File: src/common/ex_pkg.sv
package ex_pkg;

  ////////////////////////////////////////////////////////////
  // Widths and counts
  ////////////////////////////////////////////////////////////

  localparam int WORD_W     = 32;
  localparam int MULT_STEPS = 32; // One shift-add per multiplier bit
  localparam int DOT_LANES  = 4;
  localparam int LANE_W     = 8;
  localparam int N_WSPR     = 4;  // Weight registers
  localparam int N_ASPR     = 2;  // Activation registers

  typedef logic [WORD_W-1:0] word_t;
  typedef logic [5:0]        reg_addr_t;
  typedef logic [5:0]        step_cnt_t;
  typedef logic [1:0]        wspr_idx_t;
  typedef logic              aspr_idx_t;

  ////////////////////////////////////////////////////////////
  // Operator and state encodings
  ////////////////////////////////////////////////////////////

  typedef enum logic [3:0] {
    ALU_ADD, ALU_SUB, ALU_AND, ALU_OR,
    ALU_XOR, ALU_SLL, ALU_SRL, ALU_SRA,
    ALU_SLT, ALU_SLTU, ALU_EQ, ALU_NE,
    ALU_LT, ALU_GE, ALU_LTU, ALU_GEU
  } alu_op_e;

  typedef enum logic {
    MULT_MAC,  // a * b + c, multi-cycle
    MULT_DOT8  // 4x8-bit signed dot product + c
  } mult_op_e;

  typedef enum logic [1:0] {
    MULT_IDLE = 2'b00,
    MULT_BUSY = 2'b01,
    MULT_DONE = 2'b10
  } mult_state_e;

endpackage

File: src/rtl/ex_alu.sv
module ex_alu import ex_pkg::*; (
  input  alu_op_e operator_i,
  input  word_t   operand_a_i,
  input  word_t   operand_b_i,
  output word_t   result_o,
  output logic    cmp_result_o
);

  logic [4:0] shamt;
  logic       cmp;

  assign shamt = operand_b_i[4:0]; // Only low 5 bits matter

  // Comparator shared by set-less-than and branches
  always_comb begin
    unique case (operator_i)
      ALU_SLT, ALU_LT:  cmp = $signed(operand_a_i) < $signed(operand_b_i);
      ALU_SLTU, ALU_LTU: cmp = operand_a_i < operand_b_i;
      ALU_EQ:           cmp = operand_a_i == operand_b_i;
      ALU_NE:           cmp = operand_a_i != operand_b_i;
      ALU_GE:           cmp = $signed(operand_a_i) >= $signed(operand_b_i);
      ALU_GEU:          cmp = operand_a_i >= operand_b_i;
      default:          cmp = 1'b0;
    endcase
  end

  assign cmp_result_o = cmp;

  always_comb begin
    case (operator_i)
      ALU_ADD: result_o = operand_a_i + operand_b_i;
      ALU_SUB: result_o = operand_a_i - operand_b_i;
      ALU_AND: result_o = operand_a_i & operand_b_i;
      ALU_OR:  result_o = operand_a_i | operand_b_i;
      ALU_XOR: result_o = operand_a_i ^ operand_b_i;
      ALU_SLL: result_o = operand_a_i << shamt;
      ALU_SRL: result_o = operand_a_i >> shamt;
      ALU_SRA: result_o = word_t'($signed(operand_a_i) >>> shamt);
      default: result_o = {{(WORD_W-1){1'b0}}, cmp}; // Comparisons zero-extended
    endcase
  end

endmodule

File: src/mult/mult_ctrl.sv
module mult_ctrl import ex_pkg::*; (
  input  logic clk,
  input  logic rst_n,
  input  logic start_i,
  input  logic count_done_i,
  input  logic ex_ready_i,
  output logic load_o,
  output logic step_o,
  output logic ready_o,
  output logic multicycle_o
);

  mult_state_e state_q, state_d;

  always_comb begin
    state_d = state_q;
    unique case (state_q)
      MULT_IDLE: if (start_i) state_d = MULT_BUSY;
      MULT_BUSY: if (count_done_i) state_d = MULT_DONE;
      MULT_DONE: if (ex_ready_i) state_d = MULT_IDLE; // Result consumed
      default:   state_d = MULT_IDLE;
    endcase
  end

  always_ff @(posedge clk or negedge rst_n) begin
    if (!rst_n) begin
      state_q <= MULT_IDLE;
    end else begin
      state_q <= state_d;
    end
  end

  // Load on the edge that samples the start
  assign load_o = (state_q == MULT_IDLE) & start_i;
  assign step_o = (state_q == MULT_BUSY);

  // Ready when nothing to do or result waiting
  assign ready_o = ((state_q == MULT_IDLE) & ~start_i) | (state_q == MULT_DONE);

  assign multicycle_o = (state_q == MULT_BUSY) | (state_q == MULT_DONE);

endmodule

File: src/mult/mult_counter.sv
module mult_counter import ex_pkg::*; (
  input  logic clk,
  input  logic rst_n,
  input  logic load_i,
  input  logic step_i,
  output logic done_o
);

  step_cnt_t cnt_q;

  always_ff @(posedge clk or negedge rst_n) begin
    if (!rst_n) begin
      cnt_q <= '0;
    end else if (load_i) begin
      cnt_q <= step_cnt_t'(MULT_STEPS);
    end else if (step_i) begin
      cnt_q <= cnt_q - step_cnt_t'(1); // One per shift-add
    end
  end

  // Final step runs with the count at zero
  assign done_o = step_i & (cnt_q == '0);

endmodule

File: src/mult/mult_datapath.sv
module mult_datapath import ex_pkg::*; (
  input  logic  clk,
  input  logic  rst_n,
  input  logic  load_i,
  input  logic  step_i,
  input  word_t op_a_i,
  input  word_t op_b_i,
  input  word_t op_c_i,
  output word_t result_o
);

  word_t acc_q;    // Running sum, starts at c
  word_t mcand_q;  // a, shifted left each step
  word_t mplier_q; // b, shifted right each step
  word_t acc_add;

  // Partial product only when the current multiplier bit is set
  assign acc_add = mplier_q[0] ? (acc_q + mcand_q) : acc_q;

  ////////////////////////////////////////////////////////////
  // Shift-add registers
  ////////////////////////////////////////////////////////////

  always_ff @(posedge clk or negedge rst_n) begin
    if (!rst_n) begin
      acc_q    <= '0;
      mcand_q  <= '0;
      mplier_q <= '0;
    end else if (load_i) begin
      acc_q    <= op_c_i;
      mcand_q  <= op_a_i;
      mplier_q <= op_b_i;
    end else if (step_i) begin
      acc_q    <= acc_add;
      mcand_q  <= mcand_q << 1;
      mplier_q <= mplier_q >> 1; // Zero once all bits are used
    end
  end

  // Low 32 bits of a*b + c once the steps are done
  assign result_o = acc_q;

endmodule

File: src/rtl/dot_unit.sv
module dot_unit import ex_pkg::*; (
  input  logic  use_spr_i,
  input  word_t op_a_i,
  input  word_t op_b_i,
  input  word_t op_c_i,
  input  word_t wspr_i,
  input  word_t aspr_i,
  output word_t result_o
);

  word_t op_a;
  word_t op_b;

  // Weights on a, activations on b
  assign op_a = use_spr_i ? wspr_i : op_a_i;
  assign op_b = use_spr_i ? aspr_i : op_b_i;

  always_comb begin
    logic signed [LANE_W-1:0]   lane_a;
    logic signed [LANE_W-1:0]   lane_b;
    logic signed [2*LANE_W-1:0] prod;
    word_t                      sum;
    sum = op_c_i;
    for (int i = 0; i < DOT_LANES; i++) begin
      lane_a = op_a[i*LANE_W +: LANE_W];
      lane_b = op_b[i*LANE_W +: LANE_W];
      prod   = lane_a * lane_b;
      sum    = sum + word_t'(signed'(prod)); // Sign-extend lane product
    end
    result_o = sum; // Wraps at 32 bits
  end

endmodule

File: src/rtl/rnn_spr_file.sv
module rnn_spr_file import ex_pkg::*; (
  input  logic      clk,
  input  logic      rst_n,
  input  wspr_idx_t wspr_rd_idx_i,
  input  aspr_idx_t aspr_rd_idx_i,
  input  logic      wspr_we_i,
  input  logic      aspr_we_i,
  input  wspr_idx_t wspr_wr_idx_i,
  input  aspr_idx_t aspr_wr_idx_i,
  input  word_t     wdata_i,
  output word_t     wspr_o,
  output word_t     aspr_o
);

  word_t wspr_q [N_WSPR];
  word_t aspr_q [N_ASPR];

  ////////////////////////////////////////////////////////////
  // Load from write-back, one word per register type
  ////////////////////////////////////////////////////////////

  always_ff @(posedge clk or negedge rst_n) begin
    if (!rst_n) begin
      for (int i = 0; i < N_WSPR; i++) begin
        wspr_q[i] <= '0;
      end
      for (int i = 0; i < N_ASPR; i++) begin
        aspr_q[i] <= '0;
      end
    end else begin
      if (wspr_we_i) begin
        wspr_q[wspr_wr_idx_i] <= wdata_i;
      end
      if (aspr_we_i) begin
        aspr_q[aspr_wr_idx_i] <= wdata_i;
      end
    end
  end

  // Asynchronous read for the dot product
  assign wspr_o = wspr_q[wspr_rd_idx_i];
  assign aspr_o = aspr_q[aspr_rd_idx_i];

endmodule

File: src/rtl/ex_stage.sv
module ex_stage import ex_pkg::*; (
  input  logic      clk,
  input  logic      rst_n,
  input  logic      alu_en_i,
  input  alu_op_e   alu_operator_i,
  input  word_t     alu_operand_a_i,
  input  word_t     alu_operand_b_i,
  input  word_t     alu_operand_c_i,
  input  logic      mult_en_i,
  input  mult_op_e  mult_operator_i,
  input  word_t     mult_operand_a_i,
  input  word_t     mult_operand_b_i,
  input  word_t     mult_operand_c_i,
  input  logic      dot_spr_operand_i,
  input  wspr_idx_t wspr_idx_i,
  input  aspr_idx_t aspr_idx_i,
  input  logic      wspr_load_i,
  input  logic      aspr_load_i,
  input  logic      csr_access_i,
  input  word_t     csr_rdata_i,
  input  logic      lsu_en_i,
  input  word_t     lsu_rdata_i,
  input  logic      lsu_ready_ex_i,
  input  logic      lsu_err_i,
  input  logic      regfile_alu_we_i,
  input  reg_addr_t regfile_alu_waddr_i,
  input  logic      regfile_we_i,
  input  reg_addr_t regfile_waddr_i,
  input  logic      branch_in_ex_i,
  input  logic      wb_ready_i,
  output logic      regfile_alu_we_fw_o,
  output reg_addr_t regfile_alu_waddr_fw_o,
  output word_t     regfile_alu_wdata_fw_o,
  output logic      regfile_we_wb_o,
  output reg_addr_t regfile_waddr_wb_o,
  output word_t     regfile_wdata_wb_o,
  output word_t     jump_target_o,
  output logic      branch_decision_o,
  output logic      ex_ready_o,
  output logic      ex_valid_o,
  output logic      mult_multicycle_o
);

  word_t     alu_result, mac_result, dot_result, wspr_rd, aspr_rd;
  logic      mult_start, mult_load, mult_step, mult_done, mult_ready;
  logic      we_wb_q, wspr_load_wb_q, aspr_load_wb_q;
  reg_addr_t waddr_wb_q;
  wspr_idx_t wspr_idx_wb_q;
  aspr_idx_t aspr_idx_wb_q;

  assign mult_start = mult_en_i & (mult_operator_i == MULT_MAC);

  ex_alu i_alu (.operator_i(alu_operator_i), .operand_a_i(alu_operand_a_i),
    .operand_b_i(alu_operand_b_i), .result_o(alu_result), .cmp_result_o(branch_decision_o));

  mult_ctrl i_mult_ctrl (.clk, .rst_n, .start_i(mult_start), .count_done_i(mult_done),
    .ex_ready_i(ex_ready_o), .load_o(mult_load), .step_o(mult_step),
    .ready_o(mult_ready), .multicycle_o(mult_multicycle_o));

  mult_counter i_mult_counter (.clk, .rst_n, .load_i(mult_load), .step_i(mult_step),
    .done_o(mult_done));

  mult_datapath i_mult_datapath (.clk, .rst_n, .load_i(mult_load), .step_i(mult_step),
    .op_a_i(mult_operand_a_i), .op_b_i(mult_operand_b_i), .op_c_i(mult_operand_c_i),
    .result_o(mac_result));

  dot_unit i_dot_unit (.use_spr_i(dot_spr_operand_i), .op_a_i(mult_operand_a_i),
    .op_b_i(mult_operand_b_i), .op_c_i(mult_operand_c_i), .wspr_i(wspr_rd),
    .aspr_i(aspr_rd), .result_o(dot_result));

  rnn_spr_file i_spr_file (.clk, .rst_n, .wspr_rd_idx_i(wspr_idx_i), .aspr_rd_idx_i(aspr_idx_i),
    .wspr_we_i(we_wb_q & wspr_load_wb_q), .aspr_we_i(we_wb_q & aspr_load_wb_q),
    .wspr_wr_idx_i(wspr_idx_wb_q), .aspr_wr_idx_i(aspr_idx_wb_q), .wdata_i(lsu_rdata_i),
    .wspr_o(wspr_rd), .aspr_o(aspr_rd));

  ////////////////////////////////////////////////////////////
  // Forward port and branch outputs
  ////////////////////////////////////////////////////////////

  assign regfile_alu_we_fw_o    = regfile_alu_we_i;
  assign regfile_alu_waddr_fw_o = regfile_alu_waddr_i;
  assign regfile_alu_wdata_fw_o = csr_access_i ? csr_rdata_i                     // CSR first
                                : mult_en_i    ? (mult_start ? mac_result : dot_result)
                                : alu_result;
  assign jump_target_o = alu_operand_c_i;

  ////////////////////////////////////////////////////////////
  // EX/WB register and load write-back
  ////////////////////////////////////////////////////////////

  always_ff @(posedge clk or negedge rst_n) begin
    if (!rst_n) begin
      we_wb_q        <= 1'b0;
      wspr_load_wb_q <= 1'b0;
      aspr_load_wb_q <= 1'b0;
    end else if (ex_valid_o) begin
      we_wb_q        <= regfile_we_i & ~lsu_err_i; // Bus error kills the load
      wspr_load_wb_q <= wspr_load_i;
      aspr_load_wb_q <= aspr_load_i;
    end else if (wb_ready_i) begin
      we_wb_q <= 1'b0; // Bubble
    end
  end

  always_ff @(posedge clk) begin
    if (ex_valid_o) begin
      waddr_wb_q    <= regfile_waddr_i;
      wspr_idx_wb_q <= wspr_idx_i;
      aspr_idx_wb_q <= aspr_idx_i;
    end
  end

  assign regfile_we_wb_o    = we_wb_q;
  assign regfile_waddr_wb_o = waddr_wb_q;
  assign regfile_wdata_wb_o = lsu_rdata_i;

  // Branches can retire without WB
  assign ex_ready_o = (mult_ready & lsu_ready_ex_i & wb_ready_i) | branch_in_ex_i;
  assign ex_valid_o = (alu_en_i | mult_en_i | csr_access_i | lsu_en_i)
                    & mult_ready & lsu_ready_ex_i & wb_ready_i;

endmodule

File: config.mk
export PLATFORM = sky130hd
export DESIGN_NAME = ex_stage
export DESIGN_NICKNAME = d
export VERILOG_FILES = /design/src/common/ex_pkg.sv /design/src/rtl/ex_alu.sv /design/src/mult/mult_ctrl.sv /design/src/mult/mult_counter.sv /design/src/mult/mult_datapath.sv /design/src/rtl/dot_unit.sv /design/src/rtl/rnn_spr_file.sv /design/src/rtl/ex_stage.sv
export SDC_FILE = /design/constraint.sdc
export NUM_CORES = 2
export LEC_CHECK = 0
export BUFFER_PORTS_ARGS = -buffer_cell sky130_fd_sc_hd__buf_2
export CAP_MARGIN = 10
export CORE_MARGIN = 2
export CORE_UTILIZATION = 67
export DETAILED_ROUTE_END_ITERATION = 8
export PLACE_DENSITY = 0.89
export RECOVER_POWER = 25
export SETUP_SLACK_MARGIN = 0.3
export SYNTH_ARGS = -nofsm -noshare
export SYNTH_HDL_FRONTEND = slang
export SYNTH_SLANG_ARGS = --single-unit
File: constraint.sdc
create_clock -name clk -period 16.3 [get_ports clk]
set_input_delay 0.815 -clock clk [delete_from_list [all_inputs] [get_ports clk]]
set_output_delay 0.815 -clock clk [all_outputs]
set_load 0.02 [all_outputs]
[After elaboration in Yosys (flattened, before gate mapping)]
Index checks and enable logic that the tools add are counted.
Storage, ports and cells
  bits of input ports: 291
  logic and storage cells: 138
  output and inout bits: 114
  register bits: 308
Cells by class
  reduce and logical (&&, ||, !) cells: 12
  $mul: 4
  $add $sub $neg: 8
  bitwise operators: 28
  magnitude comparators: 10
  muxes and demuxes: 34
  shift operators: 3
  equal/unequal tests: 22
Operator list (count)
  2-to-1 mux 32 bit: 19
  one-hot mux 32 bit (8 select lines): 1
  adder 32 bit: 6
  bitwise mux 128 bit: 1
  binary-select mux 32 bit (select 2 bit): 1
  bitwise mux 64 bit: 1
  demux 32 bit (select 2 bit): 1
  greater-or-equal comparator 32 bit: 2
  less-than comparator 32 bit: 2
  multiplier 8 x 8 -> 16 bit: 4
  bitwise AND 32 bit: 1
  demux 32 bit (select 1 bit): 1
  equality test 32 bit: 1
  equality test 4 bit (second input constant): 8
  inequality test 32 bit: 1
  OR 32 bit: 1
  left shift 32 x 5 -> 32 bit: 1
  >> shifter 32 x 5 -> 32 bit: 1
  >>> shifter 32 x 5 -> 32 bit: 1
  subtractor 32 bit: 1
  XOR 32 bit: 1
  equality test 4 x 3 -> 1 bit (second input constant): 4
  bitwise AND 1 bit: 12
  2-to-1 mux 6 bit: 2
  27 further kinds: 47

[Logic depth before layout (Yosys ltp)]
  depth in word-level cells: 13
  mapped depth: 42
  mapped depth without buffers: 40

[By module]
Synthesis repeated with hierarchy kept, for this count alone.
Unflattened totals
  cell total of the unflattened synthesis: 4298
  area total of the unflattened synthesis: 38859.8 um2
Modules (own cells, without submodules)
  dot_unit: seq. area each 0.0 um2, cells an instance 1557, area an instance 14067.2 um2, instances 1
  rnn_spr_file: seq. area each 4804.6 um2, cells an instance 484, area an instance 8241.7 um2, instances 1
  ex_alu: seq. area each 0.0 um2, cells an instance 1294, area an instance 7942.6 um2, instances 1
  mult_datapath: seq. area each 2402.3 um2, cells an instance 676, area an instance 6079.6 um2, instances 1
  ex_stage: seq. area each 345.3 um2, cells an instance 241, area an instance 2057.0 um2, instances 1
  mult_counter: seq. area each 150.1 um2, cells an instance 30, area an instance 306.5 um2, instances 1
  mult_ctrl: seq. area each 50.0 um2, cells an instance 16, area an instance 165.2 um2, instances 1

[Least setup slack after synthesis]
Ideal clock, no wire load.
  path type: input -> output
  start: input port wspr_idx_i[0]
  end: output port regfile_alu_wdata_fw_o[29]
  arrival time: 10.486 ns
  path slack: 4.999 ns
  stages on the path: 37
  cells stage by stage: clkbuf_1 > buf_1 > mux4_2 > mux2i_1 > nor2_1 > fa_1 > inv_1 > fa_1 > inv_1 > fa_1 > inv_1 > fa_1 > inv_1 > ha_1 > o21ai_0 > o21ai_0 > nand2_1 > o2111ai_1 > o211ai_1 > xnor2_1 > inv_1 > fa_1 > inv_1 > fa_1 > inv_1 > fa_1 > ha_1 > a21o_1 > a21oi_1 > o21bai_1 > a32oi_1 > a41oi_1 > a21o_1 > a311o_1 > a21oi_1 > xor2_1 > o22ai_1
On the way
  longest elaborated chain between the ends: 13
Ends and longest elaborated chain
  start: declaration: line ex_stage.sv:15  | input wspr_idx_t wspr_idx_i,
  inverter 2 -> 3 bit (not written as such) (*): line rnn_spr_file.sv:41  | assign wspr_o = wspr_q[wspr_rd_idx_i];
  binary-select mux 32 bit (select 2 bit) (*): line rnn_spr_file.sv:41
  2-to-1 mux 32 bit (not written as such) (*) (2 in series): line rnn_spr_file.sv:41
  2-to-1 mux 32 bit (*): line dot_unit.sv:15  | assign op_a = use_spr_i ? wspr_i : op_a_i;
  multiplier 8 x 8 -> 16 bit: line dot_unit.sv:27  | prod = lane_a * lane_b;
  adder 32 bit (3 in series): line dot_unit.sv:28  | sum = sum + word_t'(signed'(prod));
  adder 32 bit (*): line dot_unit.sv:28
  2-to-1 mux 32 bit (*) (2 in series): line ex_stage.sv:83  | : mult_en_i ? (mult_start ? mac_result : dot_result)
  2-to-1 mux 32 bit (*): line ex_stage.sv:82  | assign regfile_alu_wdata_fw_o = csr_access_i ? csr_rdata_i
  end: declaration: line ex_stage.sv:33  | output word_t regfile_alu_wdata_fw_o,
Mark *: on every way between the ends. The rest lies on a longest branch, timed or not. The select of a mux whose other input is x is not followed.

[Worst setup path in the final report]
  start: input port aspr_idx_i
  end: output port regfile_alu_wdata_fw_o[29]
On the way
  longest elaborated chain between the ends: 13
Ends and longest elaborated chain
  start: declaration: line ex_stage.sv:16  | input aspr_idx_t aspr_idx_i,
  inverter 1 -> 2 bit (not written as such) (*): line rnn_spr_file.sv:42  | assign aspr_o = aspr_q[aspr_rd_idx_i];
  2-to-1 mux 32 bit (not written as such) (*) (3 in series): line rnn_spr_file.sv:42
  2-to-1 mux 32 bit (*): line dot_unit.sv:16  | assign op_b = use_spr_i ? aspr_i : op_b_i;
  multiplier 8 x 8 -> 16 bit: line dot_unit.sv:27
  adder 32 bit (3 in series): line dot_unit.sv:28
  adder 32 bit (*): line dot_unit.sv:28
  2-to-1 mux 32 bit (*) (2 in series): line ex_stage.sv:83
  2-to-1 mux 32 bit (*): line ex_stage.sv:82
Marked as above.

==> results.md <==
- The flow ran to the end, but the final reports show violations.
- The checks that failed: max-capacitance violations, max-slew violations.
- The clock tree from TritonCTS is done.
- The die is between 200 and 250 um wide.
- The library cell used most frequently in the layout, excluding fill and tap cells, is inv_1.
- The synthesized instance count is 4247.
- In the post-route analysis, the smallest setup slack over all paths is 2.34 ns.
- Of the synthesized area, sequential elements account for between 20 and 25%.
- The highest clock rate is 71.6 MHz.
- The hold buffer count at CTS is 0.
- Setup repair after global routing left no endpoint under its margin.
- Yosys printed 0 warnings.
- The average detailed-routed wire length per instance is 25.6 um.
- The total number of vias is 34500.
- The number of pins exceeding their max-slew limit in the final report is 200.
- The type of the worst setup path is in2out.
- In the routed design, unresolved DRC markers number 0.
- STA classifies the critical path endpoint as an output port.
- Of all nets on the critical path, the largest fanout is 33.
- For this run, the slowest stage of the critical path takes about 2.1 ns.
- Post-CTS repair changed the size of 0 cells.
- The master cell of the clock root buffer is clkbuf_16.
- The via count of the first global-routing pass is 35100.
- The number of primary I/O pins is a little over 400.
- The post-route netlist has 17.3% of its cells at a drive strength greater than 1.
- Entering global routing, the biggest net connects 132 pins.
- The initial antenna violation count came to 7.
- The H-tree level count is 1.
- The final routed wirelength across all metal layers is ~130000 um.
- The wire length of the first global-routing pass is ~200000 um.
- For this run the aggregate overflow at the end of global routing stands at 0.
- The net count after synthesis is 5134.
- The number of max-capacitance violations reported is 3.
- In this run, the number of DRC markers left after iteration 0 of detailed routing was between 3000 and 4000.
- From synthesis to final layout, the design area changed by 7.04%.
- The total half-perimeter wirelength after legalization and detailed placement is 101000 um.
- In this run the tool buffered the top-level ports with between 300 and 400 buffer cells.
- The top flip-flop cell by instance count after synthesis is dfrtp_1.
- Once detail routing completed, the nets flagged for antenna violations numbered 0.
- Data on the critical path is required at its endpoint by about 15 ns.
- The worst pin sits at a relative slew slack of -387%.
- The worst hold path belongs to the class in2reg.
- Dividing the final minimum period by the clock period gives 85.7%.
- The post-CTS clock slew at the launch and capture registers of the worst setup and hold paths is approximately 0.06 ns.
- The latest clock arrival within the worst-skew pair is 0.61 ns.
- The fraction of synthesis flops using an asynchronous set or reset pin is 97.1%.
- From bottom edge to top edge, the die measures 244 um.
- The core region is 56700 um2.
- The initial cell density of the core is 68.0%.
- The library cells used most frequently in the layout, excluding fill and tap cells, are inv_1, nor2_1, buf_2.
- The cell row count is 87.
- The transition time at the pin with the least slew margin is 7.30 ns.
- The worst setup path is launched from an input port.
- The count of unique library cells instantiated by Yosys is 83.
- The maximum buffer depth of the clock tree is 3.
- The hold violation total from the final report is 0.
- A synthesized cell averages 9.09 um2.
- Summing every instance area after synthesis gives 38600 um2.
- The final layout contains about 5300 nets.
- On the final layout, the worst clock skew is 0.0309 ns.
- Buffers inserted during clock tree synthesis total 30.
- The worst path in the final design needs a cycle of 13.96 ns, including I/O delays and setup.
- The area of the die is 59500 um2.
- Counting flops with a built-in enable in the synthesized netlist gives 9.
- The clock net in this run drives a total of ~310 sinks.
- The congestion estimate from routability-driven global placement came to 1.06.
- STA puts the critical path data arrival time at 13.15 ns.
- The number of search-and-repair iterations in the first detailed-routing pass is 8.
- Setup violations remaining at the end of the flow were counted as 0.
- Global routing used 44.4% of the available tracks across all layers.
- Setup total negative slack on the finished layout was measured at 0 ns.
- The synthesized design contains 308 register bits.
- The slowest cell on the critical path is clkbuf_1.
- The average via count per standard cell is 6.68.
- Measured on the finished design, the core utilization comes to 72.8%.
- The number of setup buffers added after CTS is 0.
- The worst slack at placement is 3.80 ns.
-- registers in the layout, indices dropped and copies added (netlist names), 2 cells and up --
register                  count
i_mult_datapath.mplier_q     32
i_mult_datapath.mcand_q      32
i_spr_file.aspr_q            64
i_mult_ctrl.state_q           2
i_mult_datapath.result_o     32
i_spr_file.wspr_q           128
regfile_waddr_wb_o            6
i_mult_counter.cnt_q          6
wspr_idx_wb_q                 2
-- per-stage QoR --
stage                     area, um2  hold slack (ns)  std cells
after floorplan               38600            0.466       4247
after global placement        40300            0.482       5109
after detailed placement      40300            0.490       5109
after CTS                     41300            0.386       5164
after global routing          41300            0.391       5164
final                         41300            0.394       5168
-- cell usage after synthesis, types with 14 or more instances --
| master | count | area (um2) |
|---|---|---|
| a211o_1 | 15 | 131 |
| a211oi_1 | 38 | 285 |
| a21o_1 | 77 | 578 |
| a21oi_1 | 217 | 1090 |
| a221oi_1 | 21 | 184 |
| a22oi_1 | 15 | 113 |
| a31oi_1 | 27 | 169 |
| and2_1 | 15 | 93.8 |
| and3_1 | 27 | 169 |
| buf_1 | 37 | 139 |
| buf_4 | 75 | 563 |
| clkbuf_1 | 138 | 518 |
| dfrtp_1 | 299 | 7480 |
| fa_1 | 315 | 6310 |
| ha_1 | 281 | 3520 |
| inv_1 | 557 | 2090 |
| mux2_2 | 207 | 2330 |
| mux2i_1 | 179 | 1790 |
| mux4_2 | 92 | 2070 |
| nand2_1 | 316 | 1190 |
| nand2b_1 | 57 | 357 |
| nand3_1 | 52 | 260 |
| nor2_1 | 378 | 1420 |
| nor2b_1 | 39 | 244 |
| nor3_1 | 68 | 340 |
| o2111ai_1 | 15 | 131 |
| o211ai_1 | 26 | 195 |
| o21a_1 | 24 | 180 |
| o21ai_0 | 220 | 1100 |
| o21ai_1 | 23 | 115 |
| o21bai_1 | 29 | 218 |
| o221ai_1 | 16 | 140 |
| o31ai_1 | 14 | 105 |
| or2_2 | 25 | 156 |
| or3_1 | 17 | 106 |
| xnor2_1 | 91 | 797 |
| xor2_1 | 31 | 272 |
-- layer usage --
| metal | wire length [um] | global-route usage (%) |
|---|---|---|
| met1 | 46300 | 53.7 |
| met2 | 60200 | 71.7 |
| met3 | 14800 | 9.75 |
| met4 | 10700 | 29.4 |
| met5 | 73 | 0 |
-- critical path, delay by kind of cell --
family          cells  cell delay, ns
compound gates     14            3.44
xor+xnor            2            0.74
fa+ha+maj           9            3.96
buf+inv            10            3.30
mux                 1            0.52
simple gates        2            0.36
-- area by class of cell --
type                    count  area, um2
diodes                      4       10.0
flip-flops and latches    308       7750
well taps                 756        946
fillers                  3988      15400
repair buffers            366       1930
clock inverters            13        196
clock buffers              42        837
multi-input cells        3118      27500
inverters                 561       2110
-- logic make-up after synthesis --
kind of cell | synth area share (%)
and+or+nand+nor | 11.9
AOI/OAI and AO/OA | 14.8
buffers and inverters | 8.75
adders and majority gates | 25.4
muxes | 16.1
DFF | 20.1
xor gates and xnor gates | 2.89
-- worst paths after layout --
check | cells past startpoint | end | slack, ns | start
max | 38 | regfile_alu_wdata_fw_o[29] | 2.34 | aspr_idx_i
min | 1 | regfile_waddr_wb_o[3] | 0.39 | regfile_waddr_i[3]
max reg2reg | 11 | i_mult_datapath.result_o[27] | 12.92 | i_mult_datapath.mcand_q[14]
min reg2reg | 1 | i_spr_file.wspr_q[41] | 0.51 | i_spr_file.wspr_q[41]
max in group asynchronous | 3 | i_mult_datapath.mplier_q[11] | 8.51 | rst_n
min in group asynchronous | 1 | i_spr_file.aspr_q[3] | 2.98 | rst_n
Power is left out: the tool's default activity adds up to more than one toggle a clock period on the data nets, which glitch-free logic cannot reach.
